[src/logic/lsu_macros.svh]
// lane count, data width, load queue depth and index widths
// for the load/store stage

`ifndef LSU_MACROS_SVH
`define LSU_MACROS_SVH

// lanes and word geometry
`define LSU_NUM_LANES   4
`define LSU_XLEN        32
`define LSU_WORD_BYTES  4
`define LSU_ALIGN_BITS  2
`define LSU_WADDR_BITS  (`LSU_XLEN - `LSU_ALIGN_BITS)

// pending loads, one tag per slot
`define LSU_QUEUE_SIZE  4
`define LSU_TAG_BITS    2

// warp id and destination register
`define LSU_NW_BITS     2
`define LSU_NR_BITS     5

`endif

[src/logic/lsu_pkg.sv]
// op codes, lane types, load metadata and commit payload structs

`include "lsu_macros.svh"

package lsu_pkg;

    typedef enum logic [3:0] {
        OP_LB    = 4'd0,
        OP_LH    = 4'd1,
        OP_LW    = 4'd2,
        OP_LBU   = 4'd3,
        OP_LHU   = 4'd4,
        OP_SB    = 4'd5,
        OP_SH    = 4'd6,
        OP_SW    = 4'd7,
        OP_FENCE = 4'd8
    } lsu_op_e;

    typedef logic [`LSU_XLEN-1:0]       lane_data_t;
    typedef logic [`LSU_WADDR_BITS-1:0] lane_waddr_t;
    typedef logic [`LSU_WORD_BYTES-1:0] lane_byteen_t;
    typedef logic [`LSU_NUM_LANES-1:0]  lane_mask_t;
    typedef logic [`LSU_NUM_LANES-1:0][`LSU_ALIGN_BITS-1:0] lane_align_t;

    // kept per outstanding load, indexed by tag
    typedef struct packed {
        logic [`LSU_NW_BITS-1:0] wid;
        lane_mask_t              tmask;
        logic [`LSU_NR_BITS-1:0] rd;
        lsu_op_e                 op;
        lane_align_t             align;
    } load_meta_t;

    typedef struct packed {
        logic [`LSU_NW_BITS-1:0]         wid;
        lane_mask_t                      tmask;
        logic [`LSU_NR_BITS-1:0]         rd;
        lane_data_t [`LSU_NUM_LANES-1:0] data;
    } load_commit_t;

    // stores and fences, nothing written back
    typedef struct packed {
        logic [`LSU_NW_BITS-1:0] wid;
        lane_mask_t              tmask;
    } store_commit_t;

    typedef struct packed {
        logic [`LSU_NW_BITS-1:0]         wid;
        lane_mask_t                      tmask;
        logic [`LSU_NR_BITS-1:0]         rd;
        logic                            wb;
        lane_data_t [`LSU_NUM_LANES-1:0] data;
    } commit_t;

endpackage

[src/logic/lsu_mem_req_if.sv]
// memory request bundle between request formatter and top level

`include "lsu_macros.svh"

interface lsu_mem_req_if import lsu_pkg::*; ();

    logic                              valid;
    logic                              rw;
    lane_mask_t                        mask;
    lane_waddr_t  [`LSU_NUM_LANES-1:0] addr;
    lane_byteen_t [`LSU_NUM_LANES-1:0] byteen;
    lane_data_t   [`LSU_NUM_LANES-1:0] data;
    logic                              ready;

    modport source (output valid, rw, mask, addr, byteen, data, input ready);

    modport sink (input valid, rw, mask, addr, byteen, data, output ready);

endinterface

[src/logic/lsu_commit_arb.sv]
// round-robin merge of load and store commits into one registered port

`include "lsu_macros.svh"

module lsu_commit_arb import lsu_pkg::*; (
    input  logic          clk,
    input  logic          reset,
    input  logic          ld_valid,
    input  load_commit_t  ld_data,
    output logic          ld_ready,
    input  logic          st_valid,
    input  store_commit_t st_data,
    output logic          st_ready,
    output logic          out_valid,
    output commit_t       out_data,
    input  logic          out_ready
);

    logic prio_st;
    logic out_load;
    logic ld_fire;
    logic st_fire;

    assign out_load = out_ready || !out_valid;

    // the stream without priority yields only when the other is valid
    assign ld_ready = out_load && !(st_valid && prio_st);
    assign st_ready = out_load && !(ld_valid && !prio_st);

    assign ld_fire = ld_valid && ld_ready;
    assign st_fire = st_valid && st_ready;

    always_ff @(posedge clk) begin
        if (reset) begin
            out_valid <= 1'b0;
            prio_st   <= 1'b0;
        end else begin
            if (out_load) begin
                out_valid <= ld_fire || st_fire;
            end
            if (ld_fire) begin
                prio_st <= 1'b1;
            end else if (st_fire) begin
                prio_st <= 1'b0;
            end
        end
    end

    always_ff @(posedge clk) begin
        if (ld_fire) begin
            out_data.wid   <= ld_data.wid;
            out_data.tmask <= ld_data.tmask;
            out_data.rd    <= ld_data.rd;
            out_data.wb    <= 1'b1;
            out_data.data  <= ld_data.data;
        end else if (st_fire) begin
            out_data.wid   <= st_data.wid;
            out_data.tmask <= st_data.tmask;
            out_data.rd    <= '0;
            out_data.wb    <= 1'b0;
            out_data.data  <= '0;
        end
    end

endmodule

[src/logic/lsu_commit_buffer.sv]
// two-entry elastic buffer, registered output plus skid entry

module lsu_commit_buffer #(
    parameter type payload_t = logic [7:0]
) (
    input  logic     clk,
    input  logic     reset,
    input  logic     in_valid,
    input  payload_t in_data,
    output logic     in_ready,
    output logic     out_valid,
    output payload_t out_data,
    input  logic     out_ready
);

    logic     skid_valid;
    payload_t skid_data;
    logic     out_load;

    // output register free or draining this cycle
    assign out_load = out_ready || !out_valid;
    assign in_ready = !skid_valid;

    always_ff @(posedge clk) begin
        if (reset) begin
            out_valid  <= 1'b0;
            skid_valid <= 1'b0;
        end else if (out_load) begin
            out_valid  <= skid_valid || in_valid;
            skid_valid <= 1'b0;
        end else if (in_valid && in_ready) begin
            skid_valid <= 1'b1;
        end
    end

    always_ff @(posedge clk) begin
        if (out_load) begin
            out_data <= skid_valid ? skid_data : in_data;
        end else if (in_ready) begin
            skid_data <= in_data;
        end
    end

endmodule

[src/logic/lsu_pending_table.sv]
// outstanding load table: slot allocation, metadata store,
// lookup and release by response tag

`include "lsu_macros.svh"

module lsu_pending_table import lsu_pkg::*; (
    input  logic                     clk,
    input  logic                     reset,
    input  logic                     alloc,
    input  load_meta_t               alloc_meta,
    input  logic                     rsp_fire,
    input  logic [`LSU_TAG_BITS-1:0] rsp_tag,
    output logic [`LSU_TAG_BITS-1:0] free_tag,
    output logic                     slot_free,
    output logic                     table_empty,
    output load_meta_t               rsp_meta
);

    logic [`LSU_QUEUE_SIZE-1:0] busy;
    load_meta_t                 meta_q [`LSU_QUEUE_SIZE];

    // lowest free slot wins
    always_comb begin
        free_tag = '0;
        for (int i = `LSU_QUEUE_SIZE - 1; i >= 0; i--) begin
            if (!busy[i]) begin
                free_tag = `LSU_TAG_BITS'(i);
            end
        end
    end

    assign slot_free   = ~&busy;
    assign table_empty = ~|busy;

    always_ff @(posedge clk) begin
        if (reset) begin
            busy <= '0;
        end else begin
            // alloc and release never hit the same slot
            if (alloc) begin
                busy[free_tag] <= 1'b1;
            end
            if (rsp_fire) begin
                busy[rsp_tag] <= 1'b0;
            end
        end
    end

    always_ff @(posedge clk) begin
        if (alloc) begin
            meta_q[free_tag] <= alloc_meta;
        end
    end

    assign rsp_meta = meta_q[rsp_tag];

endmodule

[src/logic/lsu_req_format.sv]
// lane address generation, byte enables, store data alignment
// and dispatch acceptance for loads, stores and fences

`include "lsu_macros.svh"

module lsu_req_format import lsu_pkg::*; (
    input  logic                            disp_valid,
    input  lsu_op_e                         disp_op,
    input  lane_mask_t                      disp_tmask,
    input  lane_data_t [`LSU_NUM_LANES-1:0] disp_base,
    input  lane_data_t [`LSU_NUM_LANES-1:0] disp_data,
    input  lane_data_t                      disp_imm,
    input  logic                            slot_free,
    input  logic                            table_empty,
    input  logic                            st_ready,
    output logic                            disp_ready,
    output lane_align_t                     align,
    lsu_mem_req_if.source                   req
);

    logic is_fence;
    logic is_store;
    logic path_open;

    assign is_fence = (disp_op == OP_FENCE);
    assign is_store = (disp_op == OP_SB) || (disp_op == OP_SH) || (disp_op == OP_SW);

    // stores need room for their commit, loads need a free tag
    assign path_open = is_store ? st_ready : slot_free;

    // fences never reach memory
    assign req.valid = disp_valid && !is_fence && path_open;
    assign req.rw    = is_store;
    assign req.mask  = disp_tmask;

    always_comb begin
        if (is_fence) begin
            // wait for all loads to drain
            disp_ready = table_empty && st_ready;
        end else begin
            disp_ready = req.ready && path_open;
        end
    end

    for (genvar i = 0; i < `LSU_NUM_LANES; i++) begin : g_lane
        lane_data_t   full_addr;
        lane_byteen_t be;

        assign full_addr = disp_base[i] + disp_imm;
        assign align[i]  = full_addr[`LSU_ALIGN_BITS-1:0];

        assign req.addr[i] = full_addr[`LSU_XLEN-1:`LSU_ALIGN_BITS];
        assign req.data[i] = disp_data[i] << {align[i], 3'b000};

        always_comb begin
            case (disp_op)
                OP_LB, OP_LBU, OP_SB: be = `LSU_WORD_BYTES'(1) << align[i];
                // half words sit on an even byte
                OP_LH, OP_LHU, OP_SH: be = `LSU_WORD_BYTES'(3) << {align[i][1], 1'b0};
                default:              be = '1;
            endcase
        end

        assign req.byteen[i] = be;
    end

endmodule

[src/logic/lsu_rsp_format.sv]
// load response formatting: byte or half select, sign or zero extension

`include "lsu_macros.svh"

module lsu_rsp_format import lsu_pkg::*; (
    input  load_meta_t                      rsp_meta,
    input  lane_data_t [`LSU_NUM_LANES-1:0] mem_rsp_data,
    output load_commit_t                    ld_payload
);

    function automatic lane_data_t extend_load(
        input lsu_op_e                   op,
        input lane_data_t                word,
        input logic [`LSU_ALIGN_BITS-1:0] off
    );
        logic [15:0] half;
        logic [7:0]  b8;
        half = off[1] ? word[31:16] : word[15:0];
        b8   = off[0] ? half[15:8] : half[7:0];
        case (op)
            OP_LB:   return {{(`LSU_XLEN-8){b8[7]}}, b8};
            OP_LH:   return {{(`LSU_XLEN-16){half[15]}}, half};
            OP_LBU:  return {{(`LSU_XLEN-8){1'b0}}, b8};
            OP_LHU:  return {{(`LSU_XLEN-16){1'b0}}, half};
            default: return word;
        endcase
    endfunction

    lane_data_t [`LSU_NUM_LANES-1:0] lane_data;

    for (genvar i = 0; i < `LSU_NUM_LANES; i++) begin : g_lane
        assign lane_data[i] = extend_load(rsp_meta.op, mem_rsp_data[i], rsp_meta.align[i]);
    end

    assign ld_payload.wid   = rsp_meta.wid;
    assign ld_payload.tmask = rsp_meta.tmask;
    assign ld_payload.rd    = rsp_meta.rd;
    assign ld_payload.data  = lane_data;

endmodule

[src/logic/lsu_unit.sv]
// load/store stage top: request formatting, pending load table,
// response formatting, commit buffers and commit arbiter

`include "lsu_macros.svh"

module lsu_unit import lsu_pkg::*; (
    input  logic                              clk,
    input  logic                              reset,

    input  logic                              disp_valid,
    output logic                              disp_ready,
    input  lsu_op_e                           disp_op,
    input  logic [`LSU_NW_BITS-1:0]           disp_wid,
    input  lane_mask_t                        disp_tmask,
    input  logic [`LSU_NR_BITS-1:0]           disp_rd,
    input  lane_data_t   [`LSU_NUM_LANES-1:0] disp_base,
    input  lane_data_t   [`LSU_NUM_LANES-1:0] disp_data,
    input  lane_data_t                        disp_imm,

    output logic                              mem_req_valid,
    output logic                              mem_req_rw,
    output lane_mask_t                        mem_req_mask,
    output lane_waddr_t  [`LSU_NUM_LANES-1:0] mem_req_addr,
    output lane_byteen_t [`LSU_NUM_LANES-1:0] mem_req_byteen,
    output lane_data_t   [`LSU_NUM_LANES-1:0] mem_req_data,
    output logic [`LSU_TAG_BITS-1:0]          mem_req_tag,
    input  logic                              mem_req_ready,

    input  logic                              mem_rsp_valid,
    input  lane_data_t   [`LSU_NUM_LANES-1:0] mem_rsp_data,
    input  logic [`LSU_TAG_BITS-1:0]          mem_rsp_tag,
    output logic                              mem_rsp_ready,

    output logic                              commit_valid,
    output logic [`LSU_NW_BITS-1:0]           commit_wid,
    output lane_mask_t                        commit_tmask,
    output logic [`LSU_NR_BITS-1:0]           commit_rd,
    output logic                              commit_wb,
    output lane_data_t   [`LSU_NUM_LANES-1:0] commit_data,
    input  logic                              commit_ready
);

    lsu_mem_req_if req_if ();

    lane_align_t   req_align;
    logic          slot_free;
    logic          table_empty;
    logic [`LSU_TAG_BITS-1:0] free_tag;
    load_meta_t    alloc_meta;
    load_meta_t    rsp_meta;
    load_commit_t  ld_payload;
    store_commit_t st_payload;
    logic          load_fire;
    logic          st_push;
    logic          st_in_ready;
    logic          ld_out_valid;
    logic          ld_out_ready;
    load_commit_t  ld_out_data;
    logic          st_out_valid;
    logic          st_out_ready;
    store_commit_t st_out_data;
    commit_t       arb_data;

    lsu_req_format u_req_format (
        .disp_valid  (disp_valid),
        .disp_op     (disp_op),
        .disp_tmask  (disp_tmask),
        .disp_base   (disp_base),
        .disp_data   (disp_data),
        .disp_imm    (disp_imm),
        .slot_free   (slot_free),
        .table_empty (table_empty),
        .st_ready    (st_in_ready),
        .disp_ready  (disp_ready),
        .align       (req_align),
        .req         (req_if.source)
    );

    // request bundle out to the memory ports
    assign mem_req_valid  = req_if.valid;
    assign mem_req_rw     = req_if.rw;
    assign mem_req_mask   = req_if.mask;
    assign mem_req_addr   = req_if.addr;
    assign mem_req_byteen = req_if.byteen;
    assign mem_req_data   = req_if.data;
    assign mem_req_tag    = free_tag;
    assign req_if.ready   = mem_req_ready;

    // anything accepted that is not a load commits from the request
    assign load_fire = req_if.valid && req_if.ready && !req_if.rw;
    assign st_push   = disp_valid && disp_ready && !load_fire;

    assign alloc_meta = '{wid: disp_wid, tmask: disp_tmask, rd: disp_rd,
                          op: disp_op, align: req_align};
    assign st_payload = '{wid: disp_wid, tmask: disp_tmask};

    lsu_pending_table u_pending_table (
        .clk         (clk),
        .reset       (reset),
        .alloc       (load_fire),
        .alloc_meta  (alloc_meta),
        .rsp_fire    (mem_rsp_valid && mem_rsp_ready),
        .rsp_tag     (mem_rsp_tag),
        .free_tag    (free_tag),
        .slot_free   (slot_free),
        .table_empty (table_empty),
        .rsp_meta    (rsp_meta)
    );

    lsu_rsp_format u_rsp_format (
        .rsp_meta     (rsp_meta),
        .mem_rsp_data (mem_rsp_data),
        .ld_payload   (ld_payload)
    );

    lsu_commit_buffer #(
        .payload_t (load_commit_t)
    ) u_ld_buf (
        .clk       (clk),
        .reset     (reset),
        .in_valid  (mem_rsp_valid),
        .in_data   (ld_payload),
        .in_ready  (mem_rsp_ready),
        .out_valid (ld_out_valid),
        .out_data  (ld_out_data),
        .out_ready (ld_out_ready)
    );

    lsu_commit_buffer #(
        .payload_t (store_commit_t)
    ) u_st_buf (
        .clk       (clk),
        .reset     (reset),
        .in_valid  (st_push),
        .in_data   (st_payload),
        .in_ready  (st_in_ready),
        .out_valid (st_out_valid),
        .out_data  (st_out_data),
        .out_ready (st_out_ready)
    );

    lsu_commit_arb u_commit_arb (
        .clk       (clk),
        .reset     (reset),
        .ld_valid  (ld_out_valid),
        .ld_data   (ld_out_data),
        .ld_ready  (ld_out_ready),
        .st_valid  (st_out_valid),
        .st_data   (st_out_data),
        .st_ready  (st_out_ready),
        .out_valid (commit_valid),
        .out_data  (arb_data),
        .out_ready (commit_ready)
    );

    assign commit_wid   = arb_data.wid;
    assign commit_tmask = arb_data.tmask;
    assign commit_rd    = arb_data.rd;
    assign commit_wb    = arb_data.wb;
    assign commit_data  = arb_data.data;

endmodule

[config.mk]
export PLATFORM = sky130hd
export DESIGN_NAME = lsu_unit
export DESIGN_NICKNAME = d
export VERILOG_FILES = /design/src/logic/lsu_pkg.sv /design/src/logic/lsu_mem_req_if.sv /design/src/logic/lsu_commit_arb.sv /design/src/logic/lsu_commit_buffer.sv /design/src/logic/lsu_pending_table.sv /design/src/logic/lsu_req_format.sv /design/src/logic/lsu_rsp_format.sv /design/src/logic/lsu_unit.sv
export VERILOG_INCLUDE_DIRS = /design/src /design/src/logic
export SDC_FILE = /design/constraint.sdc
export NUM_CORES = 1
export LEC_CHECK = 0
export BUFFER_PORTS_ARGS = -buffer_cell sky130_fd_sc_hd__buf_2
export CAP_MARGIN = 20
export CORE_AREA = 2 2 333 335
export CTS_BUF_LIST = sky130_fd_sc_hd__clkbuf_4 sky130_fd_sc_hd__clkbuf_8
export DETAILED_ROUTE_END_ITERATION = 12
export DIE_AREA = 0 0 335 337
export SYNTH_ARGS = -nofsm -noshare
export SYNTH_HDL_FRONTEND = slang
export SYNTH_SLANG_ARGS = --single-unit
export TNS_END_PERCENT = 50
[constraint.sdc]
create_clock -name clk -period 21.9 [get_ports clk]
set_input_delay 0 -clock clk [delete_from_list [all_inputs] [get_ports clk]]
set_output_delay 0 -clock clk [all_outputs]
set_load 0.01 [all_outputs]
# After elaboration in Yosys (flattened, before gate mapping)
# Memories as Yosys holds them, arrays and structs flattened.
# Index checks and enable logic that the tools add are counted.
# classes
eq_ne,10
n_reduce_logical,48
n_bitwise,3
magnitude_cmp,4
n_shift,12
n_addsub,4
muxes,37
# op_table
op,count
$pmux W32 S4,4
$mux W140,2
$mux W139,1
$add A32 B32 Y32,4
$shl A32 B5 Y32,4
$mux W16,4
$mux W8,4
$pmux W4 S2,4
$eq A4 B3 Y1 const B,5
$logic_and A1 B1 Y1,18
$shl A1 B2 Y4 const A,4
$shl A2 B2 Y4 const A,4
$logic_not A1 Y1,13
$mux W4,3
$eq A4 B1 Y1 const B,2
$eq A4 B2 Y1 const B,2
$logic_not A4 Y1,2
$logic_or A1 B1 Y1,8
$mux W1,8
$mux W2,4
$lt A2 B3 Y1 const B,2
$mux W6,1
$reduce_or A3 Y1,2
$and A4 B4 Y4,1
other kinds (9),12
# word_totals
word_cells,152
out_inout_bits,415
reg_bits,440
memories,1
in_bits,439
ramBits,92
# mem_list
memory,words,width,rd,rd_clocked_by_memory_dff,wr,line,source
u_pending_table.meta_q,4,23,1,0,1,lsu_pending_table.sv:20,load_meta_t meta_q [`LSU_QUEUE_SIZE];

# Logic depth before layout (Yosys ltp)
# Gate-level depths: netlist of run 1.
# logic_depth
depth_word,13
depth_mapped,12
ltp_nobuf,12

# By module
# From an unflattened synthesis of run 1, not the netlist that was laid out.
# hier_totals
hier_cells,2626
hier_area_um2,32008.2
# by_module_without_submodules
mod,area_per_inst_um2,instances,cells_per_inst,seq_area_each_um2
lsu_commit_buffer (u_ld_buf),10463.8,1,441,8388.0
lsu_req_format,8240.4,1,1204,0.0
lsu_commit_arb,5296.3,1,313,4234.1
lsu_rsp_format,3877.5,1,486,0.0
lsu_pending_table,3577.2,1,151,2842.7
lsu_commit_buffer (u_st_buf),529.3,1,27,400.4
lsu_unit,23.8,1,4,0.0

# Worst setup path before layout of run 1
# Ideal clock, no wire load.
# synth_path
path_kind,register -> register
from,reg u_commit_arb.out_valid
to,reg u_ld_buf.skid_data[0] (netlist bit) (enable)
t_arrival_ps,7654
path_stages_with_launch,5
path_buffers,0
slack_ps,13532
cell_sequence,dfxtp_1 > nand2b_1 > nand2_1 > nand2_1 > inv_1
# synth_between
elab_chain_len,4
# synth_rtl
element,line,source
"start, declared",lsu_commit_arb.sv:14,"output logic out_valid,"
"start signal, assigned",lsu_commit_arb.sv:39,out_valid <= ld_fire || st_fire;
$logic_not A1 Y1,lsu_commit_arb.sv:24,assign out_load = out_ready || !out_valid;
$logic_or A1 B1 Y1,lsu_commit_arb.sv:24,
$logic_and A1 B1 Y1,lsu_commit_arb.sv:27,assign ld_ready = out_load && !(st_valid && prio_st);
$logic_or A1 B1 Y1,lsu_commit_buffer.sv:21,assign out_load = out_ready || !out_valid;
via u_ld_buf.out_load,lsu_commit_buffer.sv:18,logic out_load;
"end signal, assigned",lsu_commit_buffer.sv:40,skid_data <= in_data;
"end, declared",lsu_commit_buffer.sv:17,payload_t skid_data;
# The timed path passes the listed nets, and every way through them passes these cells.
# A chain may end at the register's enable or synchronous reset.

# Worst setup path after layout of run 1
# layout_path
from,mem u_pending_table.meta_q[1][11] (netlist bit)
to,"reg u_ld_buf.skid_data[103] (netlist bit), data pin"
# layout_between
elab_chain_len,4
# layout_rtl
element,line,source
"start, declared",lsu_pending_table.sv:20,
$mem_v2 Z4 W23 *,n/a,
"$eq A4 B3 Y1, or another cell as far along",lsu_rsp_format.sv:20,case (op)
$pmux W32 S4 *,lsu_rsp_format.sv:20,
$mux W139 *,n/a,
# Every way passes the cells marked *; elsewhere a longest branch is shown, timed or not.

==> results of run 1 <==
## layout make-up
class / count / area, sq um
antenna: 17 / 42.5
clock inverter: 41 / 274
tap: 1426 / 1780
inverter: 118 / 455
sequential: 532 / 15900
timing repair buffer: 1030 / 5990
multi-input combinational: 1812 / 12600
clock buffer: 99 / 1260
fill: 11171 / 71400
## final timing paths
kind | to | slack [ps] | cells past startpoint | startpoint
worst max register to register | u_ld_buf.skid_data[103] | 18120 | 8 | u_pending_table.meta_q[1][11]
worst max-delay path | u_ld_buf.skid_data[103] | 18120 | 8 | u_pending_table.meta_q[1][11]
worst min register to register | u_commit_arb.out_data[128] | 480 | 2 | u_commit_arb.out_data[128]
worst min-delay path | u_pending_table.busy[0] | 70 | 3 | mem_rsp_tag[0]
## state kept, by name (all words and copies together), names as in the netlist
| register | flops |
|---|---|
| u_pending_table.busy | 4 |
| u_st_buf.out_valid | 1 |
| u_ld_buf.skid_valid | 1 |
| u_commit_arb.out_data | 140 |
| u_ld_buf.out_valid | 1 |
| u_pending_table.meta_q | 92 |
| u_st_buf.skid_valid | 1 |
| u_commit_arb.prio_st | 1 |
| u_ld_buf.out_data | 139 |
| u_ld_buf.skid_data | 139 |
| u_st_buf.out_data | 6 |
| u_commit_arb.out_valid | 1 |
| u_st_buf.skid_data | 6 |
## through the flow
| stage | util, % | setup slack [ps] |
|---|---|---|
| 3_3_place_gp | 32.0 | 18020 |
| 4_1_cts | 34.8 | 18110 |
| 6_report | 34.9 | 18120 |
| 5_1_grt | 34.9 | 17980 |
| 3_5_place_dp | 32.0 | 17970 |
| 2_1_floorplan | - | 13530 |
## layer usage
layer,routed length (um),share of wire (%),vias to the layer above
met2,62800,49,1212
met1,49300,39,12166
met4,4470,3.5,46
met3,10200,8.0,246
met5,301,0.24,-
li1,-,-,11711
## report_power, final
part / total, mW / internal (mW) / leakage, nW / switching [mW]
Clock: 0.793 / 0.399 / 0.815 / 0.395
Sequential: 1.22 / 1.20 / 5.19 / 0.0184
Combinational: 0.731 / 0.279 / 10.2 / 0.451
## repair_timing
item                       CTS  global route
hold buffers               155             0
setup buffers                0             0
setup endpoints to repair    0             0
hold endpoints to repair   338             0
## worst max-delay path: cells and delay by family, from the launching register on
family                 cells  cell delay [ps]
and+or+nand+nor            4             1450
muxes                      1              500
buffers and inverters      2             1080
AOI/OAI and AO/OA          1               90
DFF                        1              370
## cell usage after synthesis (15+ instances only)
cell type / count
a211oi_1: 46
a21o_1: 47
a21oi_1: 297
a22o_1: 33
a22oi_1: 26
a2bb2oi_1: 33
a31oi_1: 48
and2_1: 148
and3_1: 80
buf_1: 15
clkbuf_1: 86
edfxtp_1: 521
ha_1: 124
inv_1: 117
mux2i_1: 69
mux4_2: 19
nand2_1: 158
nand2b_1: 20
nand3_1: 29
nand4_1: 15
nor2_1: 151
nor2b_1: 59
nor3_1: 21
o21ai_0: 105
xnor2_1: 74
xor2_1: 41
## kinds of logic (layout without fill, tap and decap cells)
family          count (synthesis)  count (layout)  synth area share [%]
fa+ha+maj                     128             128                  5.56
mux                            98              98                  4.40
flops                         532             532                  54.1
buf+inv                       239            1288                  3.28
other cells                     0              17                     0
compound gates                758             758                  16.7
xor+xnor                      115             115                  3.43
simple gates                  713             713                  12.6
==> impl_metrics.csv, run 1 <==
group,metric,value,unit
floorplan,start_util,26.8,%
placed_design,dp_hpwl,101000,um
clocking,cts.path.max_buffers,3,
grt,grt_pass1_vias,24727,
grt,grt_use_met3,5.06,%
synth,ys_async_sr_fraction,0,%
placed_design,dpl_cell_area,35100,sq um
sta,max_slew_margin,34.2,%
routing,antenna_left,0,
setup_path,crit_required,22280,ps
synth,synth_area,29300,sq um
routing,wl,127000,um
worst_hold_path,holdCritPathClass,"primary input to flop",
synth,synth_edf_count,521,
sta,fin_crit,3780,ps
synth,synth_cell_types,85,
floorplan,core,110000,sq um
power,leakage,16.2,nW
routing,vias_per_cell,5.00,
clocking,insertion_delay,670,ps
finish,areaGrowthSynthToFinish,30.3,%
clocking,clk_pin_slew,70,ps
floorplan,die_h,337,um
power,ir_worst_vdd,35.8,uV
finish,final_cell_area,38200,sq um
clocking,h-tree-depth,3,
routing,dr_total_vias,25381,
synth,syn-num-nets,3150,
routing,drtIter0Drc,2045,
sta,rsz0062_at_grt,"false",
sta,finalCritPeriodShare,17.2,%
synth,netlist_instances,2583,
grt,grt_pass1_wl,176000,um
floorplan,die_w,335,um
sta,finClkSkew,41.0,ps
sta,slew_violations,0,
synth,yosysSeqAreaShare,54.1,%
synth,synth_top_cell_by_area,"edfxtp_1",
grt,grt_usage,21.5,%
setup_path,cp_max_fo,9,
routing,drtPass1Iterations,5,
sta,tightest_slew,987,ps
grt,grt-ovfl-total,0,
sta,fin_setup_tns,0,ps
run_status,status,"finished, final reports clean",
placed_design,place_inst,4762,
synth,synth_warnings,0,
placed_design,routabilityCongestion,1.01,
sta,hold_ws,69.1,ps
synth,synth.top_cell.area_share,53.3,%
placed_design,portBuffers,853,
setup_path,cp-start-kind,"flop",
grt,busiest_layer,"met2",
sta,fmax,265,MHz
finish,final_common_cell,"buf_2",
sta,setup_viol,0,
routing,drc,0,
synth,synth_area_leaders,"edfxtp_1 (53%), ha_1 (5.3%), a21oi_1 (5.1%)",
synth,ys_seq_elements,532,
setup_path,crit_path_cell_trace,"mux4_2 > or2_2 > nand2b_1 > inv_1 > nand2_1 > nand3_1 > a31oi_1 > dlygate4sd3_1",
grt,antenna_found_initial,46,
setup_path,crit_arrival,4160,ps
clocking,clock_sinks,532,
synth,synthFlopType,"edfxtp_1",
floorplan,ioPinCount,854,
setup_path,crit_type,"flop to flop",
floorplan,fp-row-count,122,
finish,drive_above_1_share,30.0,%
grt,use_met2,37.6,%
power,powerDensity,71.7,nW/um^2
clocking,tritoncts,"yes",
grt,met1_usage,25.6,%
grt,grt_start_max_net_pins,90,
setup_path,end_kind,"flop",
setup_path,slowest_delay,620,ps
finish,final_nets,4143,
clocking,cts_resized,0,
finish,final_cell_mix,"buf_2 (853), edfxtp_1 (521), a21oi_1 (297)",
synth,avgSynthCellArea,11.4,sq um
routing,wl_per_cell,25.0,um
setup_path,slowest_stage,"nand2b_1",
sta,hold_viol,0,
clocking,cts_root_buf,"clkbuf_8",
floorplan,die-area,113000,sq um
clocking,cts_buffers,82,
flow_run,maxCapViolCount,0,
finish,stdcell_count,5075,
power,finalPower,2.74,mW
Power figures use the tool's default switching activity.
==> inputs of run 2 (changes only) <==
clock period = 3.8 ns   (was 21.9 ns; I/O delays follow)
==> run 2 against run 1 <==
Via count grew 1.3%. First-iteration DRC count grew 7.4%. Power grew to 5.9 times the previous value. Clock power grew to 6.2 times the previous value. Critical path type unchanged.
==> impl_metrics.csv, run 2 (synthesized netlist as in run 1, its figures left out) <==
group,metric,value,unit
run_status,status,"finished, final reports clean",
clocking,cts_buffers,79,
power,combPwrFrac,26.6,%
setup_path,path_depth,8,
sta,fin_crit,3550,ps
sta,finClkSkew,46.4,ps
sta,rsz0062_at_grt,"false",
grt,grt_pass1_vias,24977,
clocking,clock_sinks,532,
clocking,insertion_delay,690,ps
finish,regMostFlops,"u_commit_arb.out_data",
clocking,clk_pin_slew,70,ps
clocking,cts_resized,0,
sta,setup_viol,0,
grt,grt_usage,22.0,%
floorplan,die_h,337,um
setup_path,crit_required,4350,ps
setup_path,r2r-start,"u_pending_table.meta_q[3][8]",
setup_path,crit_type,"flop to flop",
setup_path,cp.buffers_inverters,1,
finish,final_nets,4156,
power,seqPwrFrac,43.0,%
sta,finalCritPeriodShare,93.4,%
finish,areaGrowthSynthToFinish,31.5,%
clocking,cts.path.max_buffers,3,
finish,final_cell_mix,"buf_2 (853), edfxtp_1 (521), a21oi_1 (296)",
routing,antenna_left,0,
worst_hold_path,whs_path_depth,4,
placed_design,dp_hpwl,104000,um
finish,reg_top3,"u_commit_arb.out_data: 140 flops, u_ld_buf.out_data: 139 flops, u_ld_buf.skid_data: 139 flops",
power,p_int,11.2,mW
grt,grt-ovfl-total,0,
grt,antenna_found_initial,42,
placed_design,dpl_cell_area,35300,sq um
sta,hold_viol,0,
floorplan,die-area,113000,sq um
routing,drtPass1Iterations,6,
power,ir_worst_vdd,215,uV
clocking,cts_root_buf,"clkbuf_8",
setup_path,cp_max_fo,19,
clocking,cts_setup_buffers,0,
routing,wl_per_cell,25.5,um
sta,fmax,282,MHz
sta,slew_violations,0,
finish,final_cell_area,38600,sq um
placed_design,routabilityCongestion,0.998,
clocking,tritoncts,"yes",
floorplan,start_util,26.8,%
floorplan,fp-row-count,122,
finish,largest_reg_flops,140,
power,p_sw,5.13,mW
finish,drive_above_1_share,30.5,%
setup_path,end_kind,"flop",
routing,wl,130000,um
floorplan,core,110000,sq um
routing,drtIter0Drc,2196,
grt,grt_pass1_wl,180000,um
clocking,h-tree-depth,3,
power,power_frac_clock,30.4,%
setup_path,r2r_cells,8,
setup_path,startpoint,"u_pending_table.meta_q[3][8]",
setup_path,slowest_stage,"or3_2",
floorplan,ioPinCount,854,
floorplan,die_w,335,um
routing,drc,0,
sta,hold_ws,52.6,ps
power,powerDensity,422,nW/um^2
worst_hold_path,holdCritPathClass,"primary input to flop",
routing,dr_total_vias,25723,
setup_path,cp_top_family,"compound AO/OA/AOI/OAI gates",
sta,max_slew_margin,26.8,%
routing,vias_per_cell,5.04,
setup_path,crit_path_cell_trace,"mux4_2 > xor2_1 > or3_2 > o21ai_4 > a21o_4 > a22oi_1 > a31oi_1 > dlygate4sd3_1",
setup_path,cp-start-kind,"flop",
worst_hold_path,min-delay-start,"mem_rsp_tag[0]",
finish,final_common_cell,"buf_2",
grt,grt_start_max_net_pins,140,
setup_path,slowest_delay,720,ps
setup_path,crit_arrival,4100,ps
flow_run,maxCapViolCount,0,
sta,tightest_slew,1100,ps
power,swShare,31.5,%
placed_design,portBuffers,853,
power,leakage,16.4,nW
clocking,ctsHoldBuffers,155,
==> run 2: worst paths after layout <==
kind,slack [ps],end
setup reg to reg,250,u_ld_buf.skid_data[33]
hold reg to reg,460,u_commit_arb.out_data[128]
hold / removal,50,u_pending_table.busy[2]
setup / recovery,250,u_ld_buf.skid_data[33]
==> run 2: metrics by stage <==
step | TNS, ps | worst slack, ps | util [%] | power (mW) | std cells
6_report | 0 | 252 | 35.2 | 16.3 | 5106
5_1_grt | 0 | 125 | 35.2 | 17.0 | 5092
4_1_cts | 0 | 274 | 35.2 | 16.4 | 5077
3_5_place_dp | 0 | 577 | 32.2 | 11.3 | 4779
3_3_place_gp | 0 | 614 | 32.2 | 11.3 | 4779
2_1_floorplan | -1890 | -13.6 | - | 9.30 | 2583
==> run 2: power by group through the flow <==
stage                     Sequential (mW)  Combinational (mW)  Clock (mW)
after CTS                            7.01                4.35        5.07
after floorplan                      7.15                2.15           0
final                                7.01                4.34        4.95
after global routing                 7.04                4.65        5.31
after global placement               7.14                4.15           0
after detailed placement             7.14                4.17           0
==> run 2: final cells by class <==
cell class / count / area, sq um
diodes: 29 / 72.6
clock buffers: 108 / 1320
clock inverters: 35 / 348
multi-input cells: 1812 / 12600
repair buffers: 1046 / 6170
inverters: 118 / 453
fillers: 11073 / 71000
flip-flops and latches: 532 / 15900
well taps: 1426 / 1780
==> run 2: routing by layer <==
| metal | track usage, % | part of all wire (%) | up-vias |
|---|---|---|---|
| met4 | 9.55 | 4.2 | 20 |
| met5 | 0 | 0.10 | - |
| met2 | 38.0 | 49 | 1316 |
| met1 | 26.5 | 38 | 12423 |
| met3 | 4.76 | 8.2 | 236 |
| li1 | - | - | 11728 |
==> run 2: tightest hold or removal path, delay by kind of cell <==
family	cells	cell delay (ps)
AOI/OAI and AO/OA	1	80
buffers and inverters	3	610
==> inputs of run 3 (changes only) <==
SETUP_SLACK_MARGIN = 0.3   (was unset)
==> run 3 against run 2 <==
Flip-flop and latch count stayed put. Highest routed layer unchanged. Critical path type unchanged. Clock skew is 18 ps higher. Sequential power hardly changed. Count of clock-buffer cells in the layout is 1 lower.
==> impl_metrics.csv, run 3 (synthesized netlist as in run 1, its figures left out) <==
group,metric,value,unit
finish,stdcell_count,5110,
floorplan,start_util,26.8,%
power,power_frac_clock,31.0,%
power,combPwrFrac,26.4,%
power,powerDensity,426,nW/um^2
floorplan,die-area,113000,sq um
sta,fin_crit,3190,ps
run_status,status,"finished, final reports clean",
floorplan,die_w,335,um
routing,vias_per_cell,4.99,
clocking,tritoncts,"yes",
power,ir_worst_vdd,244,uV
clocking,insertion_delay,720,ps
power,leakage,16.4,nW
floorplan,core,110000,sq um
routing,drc,0,
grt,antenna_found_initial,50,
floorplan,die_h,337,um
placed_design,routabilityCongestion,0.989,
finish,areaGrowthSynthToFinish,31.7,%
placed_design,place_inst,4778,
sta,rsz0062_at_grt,"false",
sta,fmax,314,MHz
power,swShare,31.8,%
clocking,cts_buffers,82,
grt,grt-ovfl-total,0,
grt,grt_start_max_net_pins,92,
flow_run,maxCapViolCount,0,
finish,final_cell_mix,"buf_2 (853), edfxtp_1 (521), a21oi_1 (296)",
sta,slew_violations,0,
floorplan,fp-row-count,122,
routing,dr_total_vias,25496,
sta,hold_viol,0,
sta,max_slew_margin,28.0,%
setup_path,cp-start-kind,"flop",
setup_path,cp_max_fo,9,
setup_path,end_kind,"flop",
routing,wl,131000,um
sta,finalCritPeriodShare,83.9,%
finish,final_nets,4155,
setup_path,crit_arrival,3720,ps
finish,drive_above_1_share,30.6,%
finish,final_common_cell,"buf_2",
placed_design,dp_hpwl,105000,um
routing,drtIter0Drc,1980,
floorplan,ioPinCount,854,
placed_design,portBuffers,853,
setup_path,crit_required,4340,ps
power,seqPwrFrac,42.7,%
clocking,h-tree-depth,3,
finish,reg_top3,"u_commit_arb.out_data: 140 flops, u_ld_buf.out_data: 139 flops, u_ld_buf.skid_data: 139 flops",
routing,wl_per_cell,25.6,um
sta,tightest_slew,1080,ps
grt,grt_pass1_wl,179000,um
sta,fin_setup_tns,0,ps
finish,largest_reg_flops,140,
setup_path,crit_type,"flop to flop",
sta,setup_viol,0,
clocking,cts.path.max_buffers,3,
grt,grt_pass1_vias,24799,
sta,finClkSkew,64.7,ps
clocking,cts_root_buf,"clkbuf_8",
worst_hold_path,holdCritPathClass,"primary input to flop",
grt,grt_usage,22.1,%
power,p_sw,5.23,mW
routing,drtPass1Iterations,7,
clocking,cts_setup_buffers,0,
finish,regMostFlops,"u_commit_arb.out_data",
clocking,clock_sinks,532,
routing,antenna_left,0,
power,p_int,11.2,mW
clocking,clk_pin_slew,70,ps
run 3: power by group through the flow:
stage	Sequential (mW)	Clock, mW	Combinational [mW]
2_1_floorplan	7.15	0	2.15
3_3_place_gp	7.14	0	4.20
3_5_place_dp	7.14	0	4.19
4_1_cts	7.02	5.22	4.35
5_1_grt	7.04	5.44	4.63
6_report	7.02	5.09	4.34
run 3: final cells by class:
| cell class | instances | area, sq um |
|---|---|---|
| clock inverter | 41 | 397 |
| sequential | 532 | 15900 |
| clock buffer | 107 | 1340 |
| inverter | 118 | 453 |
| fill | 11099 | 71000 |
| timing repair buffer | 1042 | 6120 |
| multi-input combinational | 1812 | 12600 |
| tap | 1426 | 1780 |
| antenna | 32 | 80.1 |
run 3: timing repair:
item                      CTS  global route
hold endpoints to repair  339             0
resized for setup           0             0
hold buffers              152             0
run 3: per-layer routing:
layer | vias to the layer above | routed length [um] | track usage (%)
li1 | 11732 | - | -
met1 | 12230 | 50400 | 26.0
met2 | 1283 | 63800 | 37.9
met3 | 229 | 10200 | 5.01
met4 | 22 | 6390 | 10.9
met5 | - | 131 | 0
run 3: metrics by stage:
| step | utilization [%] | setup slack, ps | total power [mW] | hold WS, ps | cell area (sq um) |
|---|---|---|---|---|---|
| after floorplan | - | -13.6 | 9.30 | 91.8 | 29400 |
| after global placement | 32.2 | 672 | 11.3 | 218 | 35300 |
| after detailed placement | 32.2 | 619 | 11.3 | 232 | 35300 |
| after CTS | 35.2 | 595 | 16.6 | 8.73 | 38600 |
| after global routing | 35.2 | 376 | 17.1 | 43.5 | 38600 |
| final | 35.3 | 614 | 16.4 | 75.7 | 38600 |
run 3: critical path, stage by stage (launching register included):
cell and delay, ps:
edfxtp_1 370, mux4_2 500, or2_2 350, nand2b_1 250, buf_4 260, nor2_2 360, a22oi_1 160, a31oi_1 170
dlygate4sd3_1 600
run 3: path summary, 6_finish.rpt:
| kind | slack, ps | start | cells past startpoint | end |
|---|---|---|---|---|
| worst min-delay path | 80 | disp_rd[3] | 2 | u_pending_table.meta_q[3][15] |
| worst max-delay path | 610 | u_pending_table.meta_q[1][11] | 8 | u_ld_buf.skid_data[103] |
| worst min register to register | 470 | u_commit_arb.out_data[128] | 2 | u_commit_arb.out_data[128] |
| worst max register to register | 610 | u_pending_table.meta_q[1][11] | 8 | u_ld_buf.skid_data[103] |
